## config.mk

```make
export PLATFORM = sky130hd
export DESIGN_NAME = acq_top
export DESIGN_NICKNAME = d
export VERILOG_FILES = /design/src/source/acq_pkg.sv /design/src/source/acq_buffer.sv /design/src/source/acq_fsm.sv /design/src/source/acq_timer.sv /design/src/source/acq_top.sv /design/src/source/acq_trigger.sv /design/src/source/adc_frontend.sv
export VERILOG_INCLUDE_DIRS = /design/src /design/src/include
export SDC_FILE = /design/constraint.sdc
export NUM_CORES = 2
export LEC_CHECK = 0
export BUFFER_PORTS_ARGS = -buffer_cell sky130_fd_sc_hd__buf_2
export CORE_ASPECT_RATIO = 1.75
export CORE_MARGIN = 4
export CORE_UTILIZATION = 55
export DETAILED_ROUTE_END_ITERATION = 12
export PLACE_DENSITY = 0.71
export SETUP_SLACK_MARGIN = 0.05
export SYNTH_ARGS = -nofsm -noshare
export SYNTH_HDL_FRONTEND = slang
export SYNTH_HIERARCHICAL = 1
export SYNTH_SLANG_ARGS = --single-unit
```

## constraint.sdc

```tcl
create_clock -name adc_clk -period 6.09 [get_ports adc_clk]
set_clock_uncertainty 0.2 [all_clocks]
set_input_delay 0.3045 -clock adc_clk [delete_from_list [all_inputs] [get_ports adc_clk]]
set_output_delay 0.3045 -clock adc_clk [all_outputs]
set_load 0.01 [all_outputs]
```

## src/include/acq_defines.svh

```systemverilog
// acquisition path sizing, shared by the package and the RTL
// buffer depth must be a power of two and equal 2**ACQ_CNT_W
// pre-trigger length must stay below the buffer depth

`ifndef ACQ_DEFINES_SVH
`define ACQ_DEFINES_SVH

// number of ADC channels, one acquisition slice each
`define ACQ_CHN 2

// ADC word and sample width
`define ACQ_SMP_W 16

// samples in one frozen window
`define ACQ_BUF_DEPTH 64

// samples stored ahead of the trigger sample
`define ACQ_PRE_LEN 16

// pointer width, log2 of the buffer depth
`define ACQ_CNT_W 6

`endif

```

## src/source/acq_pkg.sv

```systemverilog
// types shared by every acquisition block
// widths come from the defines header
// the rsv control bit carries no function and is expected at 0

`include "acq_defines.svh"

package acq_pkg;

  // signed two's complement sample
  typedef logic signed [`ACQ_SMP_W-1:0] smp_t;

  // per channel software control, pulses except lvl_ena
  typedef struct packed {
    logic str;      // software start
    logic stp;      // software stop
    logic trg;      // software trigger
    logic lvl_ena;  // level trigger enable
    logic rsv;      // reserved
  } acq_ctl_t;

  // trigger configuration
  typedef struct packed {
    smp_t level;
  } acq_cfg_t;

  // per channel status levels
  typedef struct packed {
    logic armed;    // pre-fill or waiting for trigger
    logic trig;     // trigger accepted
    logic done;     // window frozen
    logic rd_busy;  // readout handshake in progress
  } acq_sts_t;

  // event pulses
  typedef struct packed {
    logic str;  // start accepted
    logic stp;  // stop accepted
    logic trg;  // trigger accepted
    logic lst;  // last post-trigger sample written
  } acq_evn_t;

  // readout request and response
  typedef struct packed {
    logic req;
  } rd_req_t;

  typedef struct packed {
    logic ack;
    smp_t dat;
  } rd_rsp_t;

endpackage

```

## src/source/acq_buffer.sv

```systemverilog
// circular sample memory with a four-phase host readout
// the host must only request while the window is frozen
// first read after freeze returns the oldest sample, reads wrap at the depth

`include "acq_defines.svh"

module acq_buffer (
  input  logic              adc_clk,
  input  logic              top_rst,
  // write side
  input  acq_pkg::smp_t     smp_i,
  input  logic              wr_ena_i,
  input  logic              freeze_i,
  // readout port
  input  acq_pkg::rd_req_t  rd_req_i,
  output acq_pkg::rd_rsp_t  rd_rsp_o,
  output logic              rd_busy_o
);

  // sample memory
  acq_pkg::smp_t mem [`ACQ_BUF_DEPTH];

  logic [`ACQ_CNT_W-1:0] wr_ptr;
  logic [`ACQ_CNT_W-1:0] rd_ptr;
  logic                  rd_ack;
  acq_pkg::smp_t         rd_dat;

  ////////////////////
  // write side
  ////////////////////

  always_ff @(posedge adc_clk) begin
    if (wr_ena_i) begin
      mem[wr_ptr] <= smp_i;
    end
  end

  // pointer wraps with the depth
  always_ff @(posedge adc_clk, posedge top_rst) begin
    if (top_rst) begin
      wr_ptr <= '0;
    end else if (wr_ena_i) begin
      wr_ptr <= wr_ptr + 1'b1;
    end
  end

  ////////////////////
  // readout
  ////////////////////

  // next write slot is the oldest sample once frozen
  always_ff @(posedge adc_clk, posedge top_rst) begin
    if (top_rst) begin
      rd_ptr <= '0;
    end else if (freeze_i) begin
      rd_ptr <= wr_ptr;
    end else if (rd_ack && !rd_req_i.req) begin
      // req dropped, step to the next sample
      rd_ptr <= rd_ptr + 1'b1;
    end
  end

  // ack follows req with one cycle of latency
  always_ff @(posedge adc_clk, posedge top_rst) begin
    if (top_rst) begin
      rd_ack <= 1'b0;
    end else if (!rd_ack && rd_req_i.req) begin
      rd_ack <= 1'b1;
    end else if (rd_ack && !rd_req_i.req) begin
      rd_ack <= 1'b0;
    end
  end

  // registered memory read, valid with ack
  always_ff @(posedge adc_clk) begin
    if (!rd_ack && rd_req_i.req) begin
      rd_dat <= mem[rd_ptr];
    end
  end

  assign rd_rsp_o.ack = rd_ack;
  assign rd_rsp_o.dat = rd_dat;

  // busy from request until ack is back low
  assign rd_busy_o = rd_req_i.req || rd_ack;

endmodule

```

## src/source/acq_fsm.sv

```systemverilog
// acquisition sequencer for one channel
// stop wins over every other input, start is ignored while busy
// window is pre_len samples, the trigger sample, then the rest of the depth
// events are registered, one cycle after the deciding sample

`include "acq_defines.svh"

module acq_fsm (
  input  logic                  adc_clk,
  input  logic                  top_rst,
  // software control and stream valid
  input  acq_pkg::acq_ctl_t     ctl_i,
  input  logic                  vld_i,
  // trigger and timer feedback
  input  logic                  hit_i,
  input  logic                  tmr_zero_i,
  // timer control
  output logic                  tmr_load_o,
  output logic [`ACQ_CNT_W:0]   tmr_val_o,
  output logic                  tmr_ena_o,
  // data path control
  output logic                  trg_ena_o,
  output logic                  wr_ena_o,
  output logic                  freeze_o,
  // status and events
  output acq_pkg::acq_sts_t     sts_o,
  output acq_pkg::acq_evn_t     evn_o
);

  localparam logic [`ACQ_CNT_W:0] pre_len  = `ACQ_PRE_LEN;
  localparam logic [`ACQ_CNT_W:0] post_len = `ACQ_BUF_DEPTH - `ACQ_PRE_LEN - 1;

  typedef enum logic [2:0] {
    st_idle,
    st_prefill,
    st_wait_trig,
    st_post,
    st_done
  } state_t;

  state_t            state_q;
  state_t            state_d;
  acq_pkg::acq_evn_t evn_d;

  ////////////////////
  // next state
  ////////////////////

  always_comb begin
    state_d    = state_q;
    tmr_load_o = 1'b0;
    tmr_val_o  = pre_len;
    evn_d      = '0;
    if (ctl_i.stp) begin
      // abort from anywhere
      state_d   = st_idle;
      evn_d.stp = 1'b1;
    end else begin
      case (state_q)
        st_idle, st_done: begin
          // start or restart
          if (ctl_i.str) begin
            state_d    = st_prefill;
            tmr_load_o = 1'b1;
            tmr_val_o  = pre_len;
            evn_d.str  = 1'b1;
          end
        end
        st_prefill, st_wait_trig: begin
          // trigger accepted, reload for the post length
          if (trg_ena_o && hit_i) begin
            state_d    = st_post;
            tmr_load_o = 1'b1;
            tmr_val_o  = post_len;
            evn_d.trg  = 1'b1;
          end else if (trg_ena_o) begin
            state_d = st_wait_trig;
          end
        end
        st_post: begin
          // last sample went in on the previous cycle
          if (tmr_zero_i) begin
            state_d   = st_done;
            evn_d.lst = 1'b1;
          end
        end
        default: begin
          state_d = st_idle;
        end
      endcase
    end
  end

  always_ff @(posedge adc_clk, posedge top_rst) begin
    if (top_rst) begin
      state_q <= st_idle;
      evn_o   <= '0;
    end else begin
      state_q <= state_d;
      evn_o   <= evn_d;
    end
  end

  ////////////////////
  // data path controls
  ////////////////////

  // history full once pre-fill count runs out
  assign trg_ena_o = (state_q == st_wait_trig) || ((state_q == st_prefill) && tmr_zero_i);

  // timer counts pre-fill and post samples
  assign tmr_ena_o = vld_i && ((state_q == st_prefill) || (state_q == st_post));

  // write every sample until the post count is used up
  assign wr_ena_o = vld_i && ((state_q == st_prefill) || (state_q == st_wait_trig) ||
                              ((state_q == st_post) && !tmr_zero_i));

  // freeze on the step into done
  assign freeze_o = (state_q == st_post) && tmr_zero_i;

  // status levels, rd_busy is merged at the top
  assign sts_o.armed   = (state_q == st_prefill) || (state_q == st_wait_trig);
  assign sts_o.trig    = (state_q == st_post) || (state_q == st_done);
  assign sts_o.done    = (state_q == st_done);
  assign sts_o.rd_busy = 1'b0;

endmodule

```

## src/source/acq_timer.sv

```systemverilog
// loadable sample down-counter
// one extra bit over the pointer width so a full depth count fits
// zero_o stays low after reset until the first load

`include "acq_defines.svh"

module acq_timer (
  input  logic                  adc_clk,
  input  logic                  top_rst,
  // load a new length
  input  logic                  load_i,
  input  logic [`ACQ_CNT_W:0]   load_val_i,
  // count one sample
  input  logic                  cnt_ena_i,
  output logic                  zero_o
);

  logic [`ACQ_CNT_W:0] cnt;
  logic                loaded;

  always_ff @(posedge adc_clk, posedge top_rst) begin
    if (top_rst) begin
      cnt    <= '0;
      loaded <= 1'b0;
    end else if (load_i) begin
      cnt    <= load_val_i;
      loaded <= 1'b1;
    end else if (cnt_ena_i && (cnt != '0)) begin
      // saturate at zero
      cnt    <= cnt - 1'b1;
    end
  end

  assign zero_o = loaded && (cnt == '0);

endmodule

```

## src/source/acq_top.sv

```systemverilog
// oscilloscope acquisition path, one slice per ADC channel
// single clock domain, no decimation, ADC stream is never stalled
// channels share nothing but clock and reset

`include "acq_defines.svh"

module acq_top (
  input  logic                                    adc_clk,
  input  logic                                    top_rst,
  // ADC words
  input  logic [`ACQ_CHN-1:0][`ACQ_SMP_W-1:0]     adc_dat_i,
  // software control and trigger level
  input  acq_pkg::acq_ctl_t [`ACQ_CHN-1:0]        ctl_i,
  input  acq_pkg::acq_cfg_t [`ACQ_CHN-1:0]        cfg_i,
  // host readout
  input  acq_pkg::rd_req_t  [`ACQ_CHN-1:0]        rd_req_i,
  output acq_pkg::rd_rsp_t  [`ACQ_CHN-1:0]        rd_rsp_o,
  // status and events
  output acq_pkg::acq_sts_t [`ACQ_CHN-1:0]        sts_o,
  output acq_pkg::acq_evn_t [`ACQ_CHN-1:0]        evn_o
);

  ////////////////////
  // channel slices
  ////////////////////

  for (genvar i = 0; i < `ACQ_CHN; i++) begin : for_chn

    acq_pkg::smp_t       smp;
    logic                vld;
    logic                hit;
    logic                trg_ena;
    logic                tmr_load;
    logic [`ACQ_CNT_W:0] tmr_val;
    logic                tmr_ena;
    logic                tmr_zero;
    logic                wr_ena;
    logic                freeze;
    logic                rd_busy;
    acq_pkg::acq_sts_t   fsm_sts;

    adc_frontend frontend (
      .adc_clk   (adc_clk),
      .top_rst   (top_rst),
      .adc_dat_i (adc_dat_i[i]),
      .smp_o     (smp),
      .vld_o     (vld)
    );

    acq_trigger trigger (
      .adc_clk   (adc_clk),
      .top_rst   (top_rst),
      .smp_i     (smp),
      .vld_i     (vld),
      .level_i   (cfg_i[i].level),
      .lvl_ena_i (ctl_i[i].lvl_ena),
      .sw_trg_i  (ctl_i[i].trg),
      .ena_i     (trg_ena),
      .hit_o     (hit)
    );

    // one timer serves pre-fill and post lengths
    acq_timer timer (
      .adc_clk    (adc_clk),
      .top_rst    (top_rst),
      .load_i     (tmr_load),
      .load_val_i (tmr_val),
      .cnt_ena_i  (tmr_ena),
      .zero_o     (tmr_zero)
    );

    acq_fsm fsm (
      .adc_clk    (adc_clk),
      .top_rst    (top_rst),
      .ctl_i      (ctl_i[i]),
      .vld_i      (vld),
      .hit_i      (hit),
      .tmr_zero_i (tmr_zero),
      .tmr_load_o (tmr_load),
      .tmr_val_o  (tmr_val),
      .tmr_ena_o  (tmr_ena),
      .trg_ena_o  (trg_ena),
      .wr_ena_o   (wr_ena),
      .freeze_o   (freeze),
      .sts_o      (fsm_sts),
      .evn_o      (evn_o[i])
    );

    acq_buffer buffer (
      .adc_clk   (adc_clk),
      .top_rst   (top_rst),
      .smp_i     (smp),
      .wr_ena_i  (wr_ena),
      .freeze_i  (freeze),
      .rd_req_i  (rd_req_i[i]),
      .rd_rsp_o  (rd_rsp_o[i]),
      .rd_busy_o (rd_busy)
    );

    // readout busy joins the FSM status
    assign sts_o[i] = '{armed:   fsm_sts.armed,
                        trig:    fsm_sts.trig,
                        done:    fsm_sts.done,
                        rd_busy: rd_busy};

  end : for_chn

endmodule

```

## src/source/acq_trigger.sv

```systemverilog
// level crossing and software trigger merge for one channel
// rising crossing only, previous sample below level and current at or above
// hit is combinational on the current sample so it lands on the trigger sample

module acq_trigger (
  input  logic          adc_clk,
  input  logic          top_rst,
  // sample stream
  input  acq_pkg::smp_t smp_i,
  input  logic          vld_i,
  // configuration
  input  acq_pkg::smp_t level_i,
  input  logic          lvl_ena_i,
  // software trigger pulse
  input  logic          sw_trg_i,
  // enable from the FSM
  input  logic          ena_i,
  output logic          hit_o
);

  // previous sample
  acq_pkg::smp_t smp_prv;
  logic          lvl_hit;

  // tracked all the time, so a crossing right at enable is seen
  always_ff @(posedge adc_clk, posedge top_rst) begin
    if (top_rst) begin
      smp_prv <= '0;
    end else if (vld_i) begin
      smp_prv <= smp_i;
    end
  end

  // signed compare against the level
  assign lvl_hit = lvl_ena_i && (smp_prv < level_i) && (level_i <= smp_i);

  // merged hit, counted only while enabled
  assign hit_o = ena_i && vld_i && (lvl_hit || sw_trg_i);

endmodule

```

## src/source/adc_frontend.sv

```systemverilog
// one ADC channel input stage
// the ADC delivers negative-slope coding, output is two's complement
// one cycle from raw word to converted sample, no stall possible

`include "acq_defines.svh"

module adc_frontend (
  input  logic                    adc_clk,
  input  logic                    top_rst,
  // raw ADC word
  input  logic [`ACQ_SMP_W-1:0]   adc_dat_i,
  // converted stream
  output acq_pkg::smp_t           smp_o,
  output logic                    vld_o
);

  // input register, close to the pads
  logic [`ACQ_SMP_W-1:0] adc_raw;

  always_ff @(posedge adc_clk) begin
    adc_raw <= adc_dat_i;
  end

  // keep sign bit, invert the magnitude bits
  assign smp_o = {adc_raw[`ACQ_SMP_W-1], ~adc_raw[`ACQ_SMP_W-2:0]};

  // stream is valid every cycle once out of reset
  always_ff @(posedge adc_clk, posedge top_rst) begin
    if (top_rst) begin
      vld_o <= 1'b0;
    end else begin
      vld_o <= 1'b1;
    end
  end

endmodule

```

==> out/qor.tcl <==
set qor(run_status) {completed}
set qor(top_layer) {met4}
set qor(area_growth_pct) 12.1
set qor(met1Wirelength_um) 67300
set qor(final_layout_size_suffix_gt1_share_pct) 24.6
set qor(grt_pass1_wl_um) 301000
set qor(timing.setup.tns_ps) 0
set qor(final.setup.worst_slack_ps) 1480
set qor(remaining_drc_errors) 0
set qor(grt.total_usage_pct) 25.6
set qor(setup_viol) 0
set qor(dieArea_sq_mm) 0.163
set qor(synth.cell_area_sq_mm) 0.0860
set qor(cp-end-kind) {flop}
set qor(n_fill_cell) 10600
set qor(worst-path-max-fanout) 9
set qor(cts_sinks) 2202
set qor(fin_nets) 4779
set qor(finalMaxSlewViolations) 0
set qor(grt_max_degree) 103
set qor(critPathLaunchType) {flop}
set qor(dp.final_hpwl_um) 128000
set qor(die_h_um) 531
set qor(tritoncts) {yes}
set qor(wl_um) 205000
set qor(finalCriticalPeriod_ps) 4610
set qor(post_synth.cell_area_avg_sq_um) 20.1
set qor(multi_input_area_sq_mm) 0.0188
set qor(place_area_sq_mm) 0.0895
set qor(layout.cells.non_filler) 6816
set qor(timing.hold.worst.class) {in -> reg}
set qor(num_io_pins) 128
set qor(placedCellCount) 6388
set qor(first_global_vias) 44300
set qor(rsz0062_at_grt) {no}
set qor(synthesis.yosys.warnings) 6
set qor(max_clock_freq_mhz) 217
set qor(final_area_sq_mm) 0.0964
set qor(grt-ovfl-total) 0
set qor(leakage_nw) 31.6
set qor(cts_buffer_depth) 3
set qor(std_cell_rows) 191
set qor(timing.final.hold_violations) 0
set qor(final_cycle_share_pct) 75.7
set qor(initial_utilization_pct) 55.5
set qor(cts_setup_buffers) 0
set qor(port-buffer-count) 125
set qor(crit_type) {reg -> reg}
set qor(dr_wl_met2_um) 109000
set qor(syn_nets) 4424
set qor(p_per_area_mw_per_mm2) 423
set qor(cts-buffers-inserted) 187
set qor(worst_max_slew_pin_slew_ps) 1280
set qor(drt.antenna.violating_nets) 0
set qor(p_total_mw) 40.8
set qor(cts-root-buf) {clkbuf_16}
set qor(die-width_um) 307
set qor(detailedRoute.firstIterationViolations) 3893
set qor(gpl.final_weighted_congestion) 0.883
set qor(cts.reportedPaths.clkPinSlew_ps) 60
set qor(route.detailed.vias_per_inst) 6.25
set qor(mapped_cells) 4270
set qor(critical_path_arrival_ps) 4940
set qor(dr.pass1.iters) 6
set qor(seqCellArea_sq_mm) 0.0654
set qor(antenna_found_initial) 5
set qor(final_core_utilization_pct) 62.2
set qor(core_sq_mm) 0.155
set qor(fin_hold_ws_ps) 61.4
set qor(clk-insertion-delay-late_ps) 840
set qor(vdd.ir_drop.worst_v) 0.000335
set qor(slew_headroom_pct) 14.4
set qor(htreeDepth) 4
set qor(cts_resized) 0
set qor(vias_post_dr) 42600
set qor(preCtsSetupSlack_ps) 1580
set qor(detail_route_met3_wl_um) 10600
set qor(maxCapViolCount) 0
set qor(detail_route.wl_per_cell_um) 30.0
set qor(cp_required_ps) 6420
report_power, final:
| part | internal [mW] | total (mW) | switching [mW] |
|---|---|---|---|
| registers | 17.1 | 17.8 | 0.685 |
| clock network | 6.64 | 12.1 | 5.43 |
| logic | 4.58 | 10.9 | 6.36 |
sequential cells by signal, indices dropped and copies added, names as in the netlist:
signal	cells
for_chn.buffer/rd_ack	2
for_chn.buffer/rd_dat	32
for_chn.buffer/rd_ptr	12
for_chn.frontend/adc_raw	32
for_chn.timer/cnt	14
for_chn.frontend/vld_o	2
for_chn.fsm/state_q	6
for_chn.trigger/smp_prv	32
for_chn.buffer/mem	2048
for_chn.fsm/evn_o	8
for_chn.buffer/wr_ptr	12
for_chn.timer/loaded	2
area by class of cell:
cell class                      count  share of cell area [%]
Multi-Input combinational cell   1700                    19.5
Clock inverter                    123                    1.38
Tap cell                         2026                    2.63
Clock buffer                      229                    5.07
Sequential cell                  2202                    67.8
Antenna cell                        2                 0.00519
Timing Repair Buffer              408                    3.16
Inverter                          126                   0.490
worst paths after layout:
check | from | endpoint | slack, ps | cells past startpoint
max | for_chn[0].timer/cnt[0]$_DFFE_PP0P_ | for_chn[0].buffer/mem[21][8]$_DFFE_PP_ | 1480 | 9
min | adc_dat_i[21] | for_chn[1].frontend/adc_raw[5]$_DFF_P_ | 60 | 2
max reg2reg | for_chn[0].timer/cnt[0]$_DFFE_PP0P_ | for_chn[0].buffer/mem[21][8]$_DFFE_PP_ | 1480 | 9
min reg2reg | for_chn[1].timer/loaded$_DFFE_PP0P_ | for_chn[1].timer/loaded$_DFFE_PP0P_ | 260 | 1
max in group asynchronous | top_rst | for_chn[0].frontend/vld_o$_DFF_PP0_ | 4710 | 4
min in group asynchronous | top_rst | for_chn[1].timer/cnt[5]$_DFFE_PP0P_ | 90 | 3
metal layers:
| metal | vias to the layer above | track usage (%) |
|---|---|---|
| li1 | 18200 | - |
| met2 | 1661 | 45.3 |
| met3 | 510 | 3.34 |
| met1 | 22200 | 28.5 |
| met5 | - | 0 |
| met4 | 0 | 19.0 |
timing repair:
action / CTS / global route
setup endpoints to repair: 0 / 0
hold buffers: 74 / 0
endpoints found under the hold margin: 154 / 0
cells in the final DEF (no fill, tap or decap), types with 14 or more instances in the layout:
cell type,n
nand3b_1,14
clkbuf_16,187
o22a_1,26
mux2_2,36
a21oi_1,24
nand3_1,30
buf_4,200
inv_1,96
dfxtp_1,30
o21ai_0,34
mux2i_1,128
nor4_1,28
dlygate4sd3_1,74
a211oi_1,34
mux4_2,454
inv_2,30
clkbuf_1,37
edfxtp_1,2080
nand2b_1,14
nand4_1,20
clkinv_1,43
o22ai_1,212
xnor2_1,22
clkinv_2,28
ha_1,76
dfrtp_1,84
bufinv_16,20
nor3_1,82
nand2_1,88
buf_2,125
nor2_1,168
nor2b_1,46
critical path, cell delays in order, from the launching register on:
cell and delay (ps):
dfrtp_1 410, inv_1 80, ha_1 210, nor2b_2 200
and4_1 260, nand3_1 130, nor4bb_2 780, nand3_1 850
nor2_1 860, buf_4 330
Note: power is estimated with default switching activity, not from simulation.
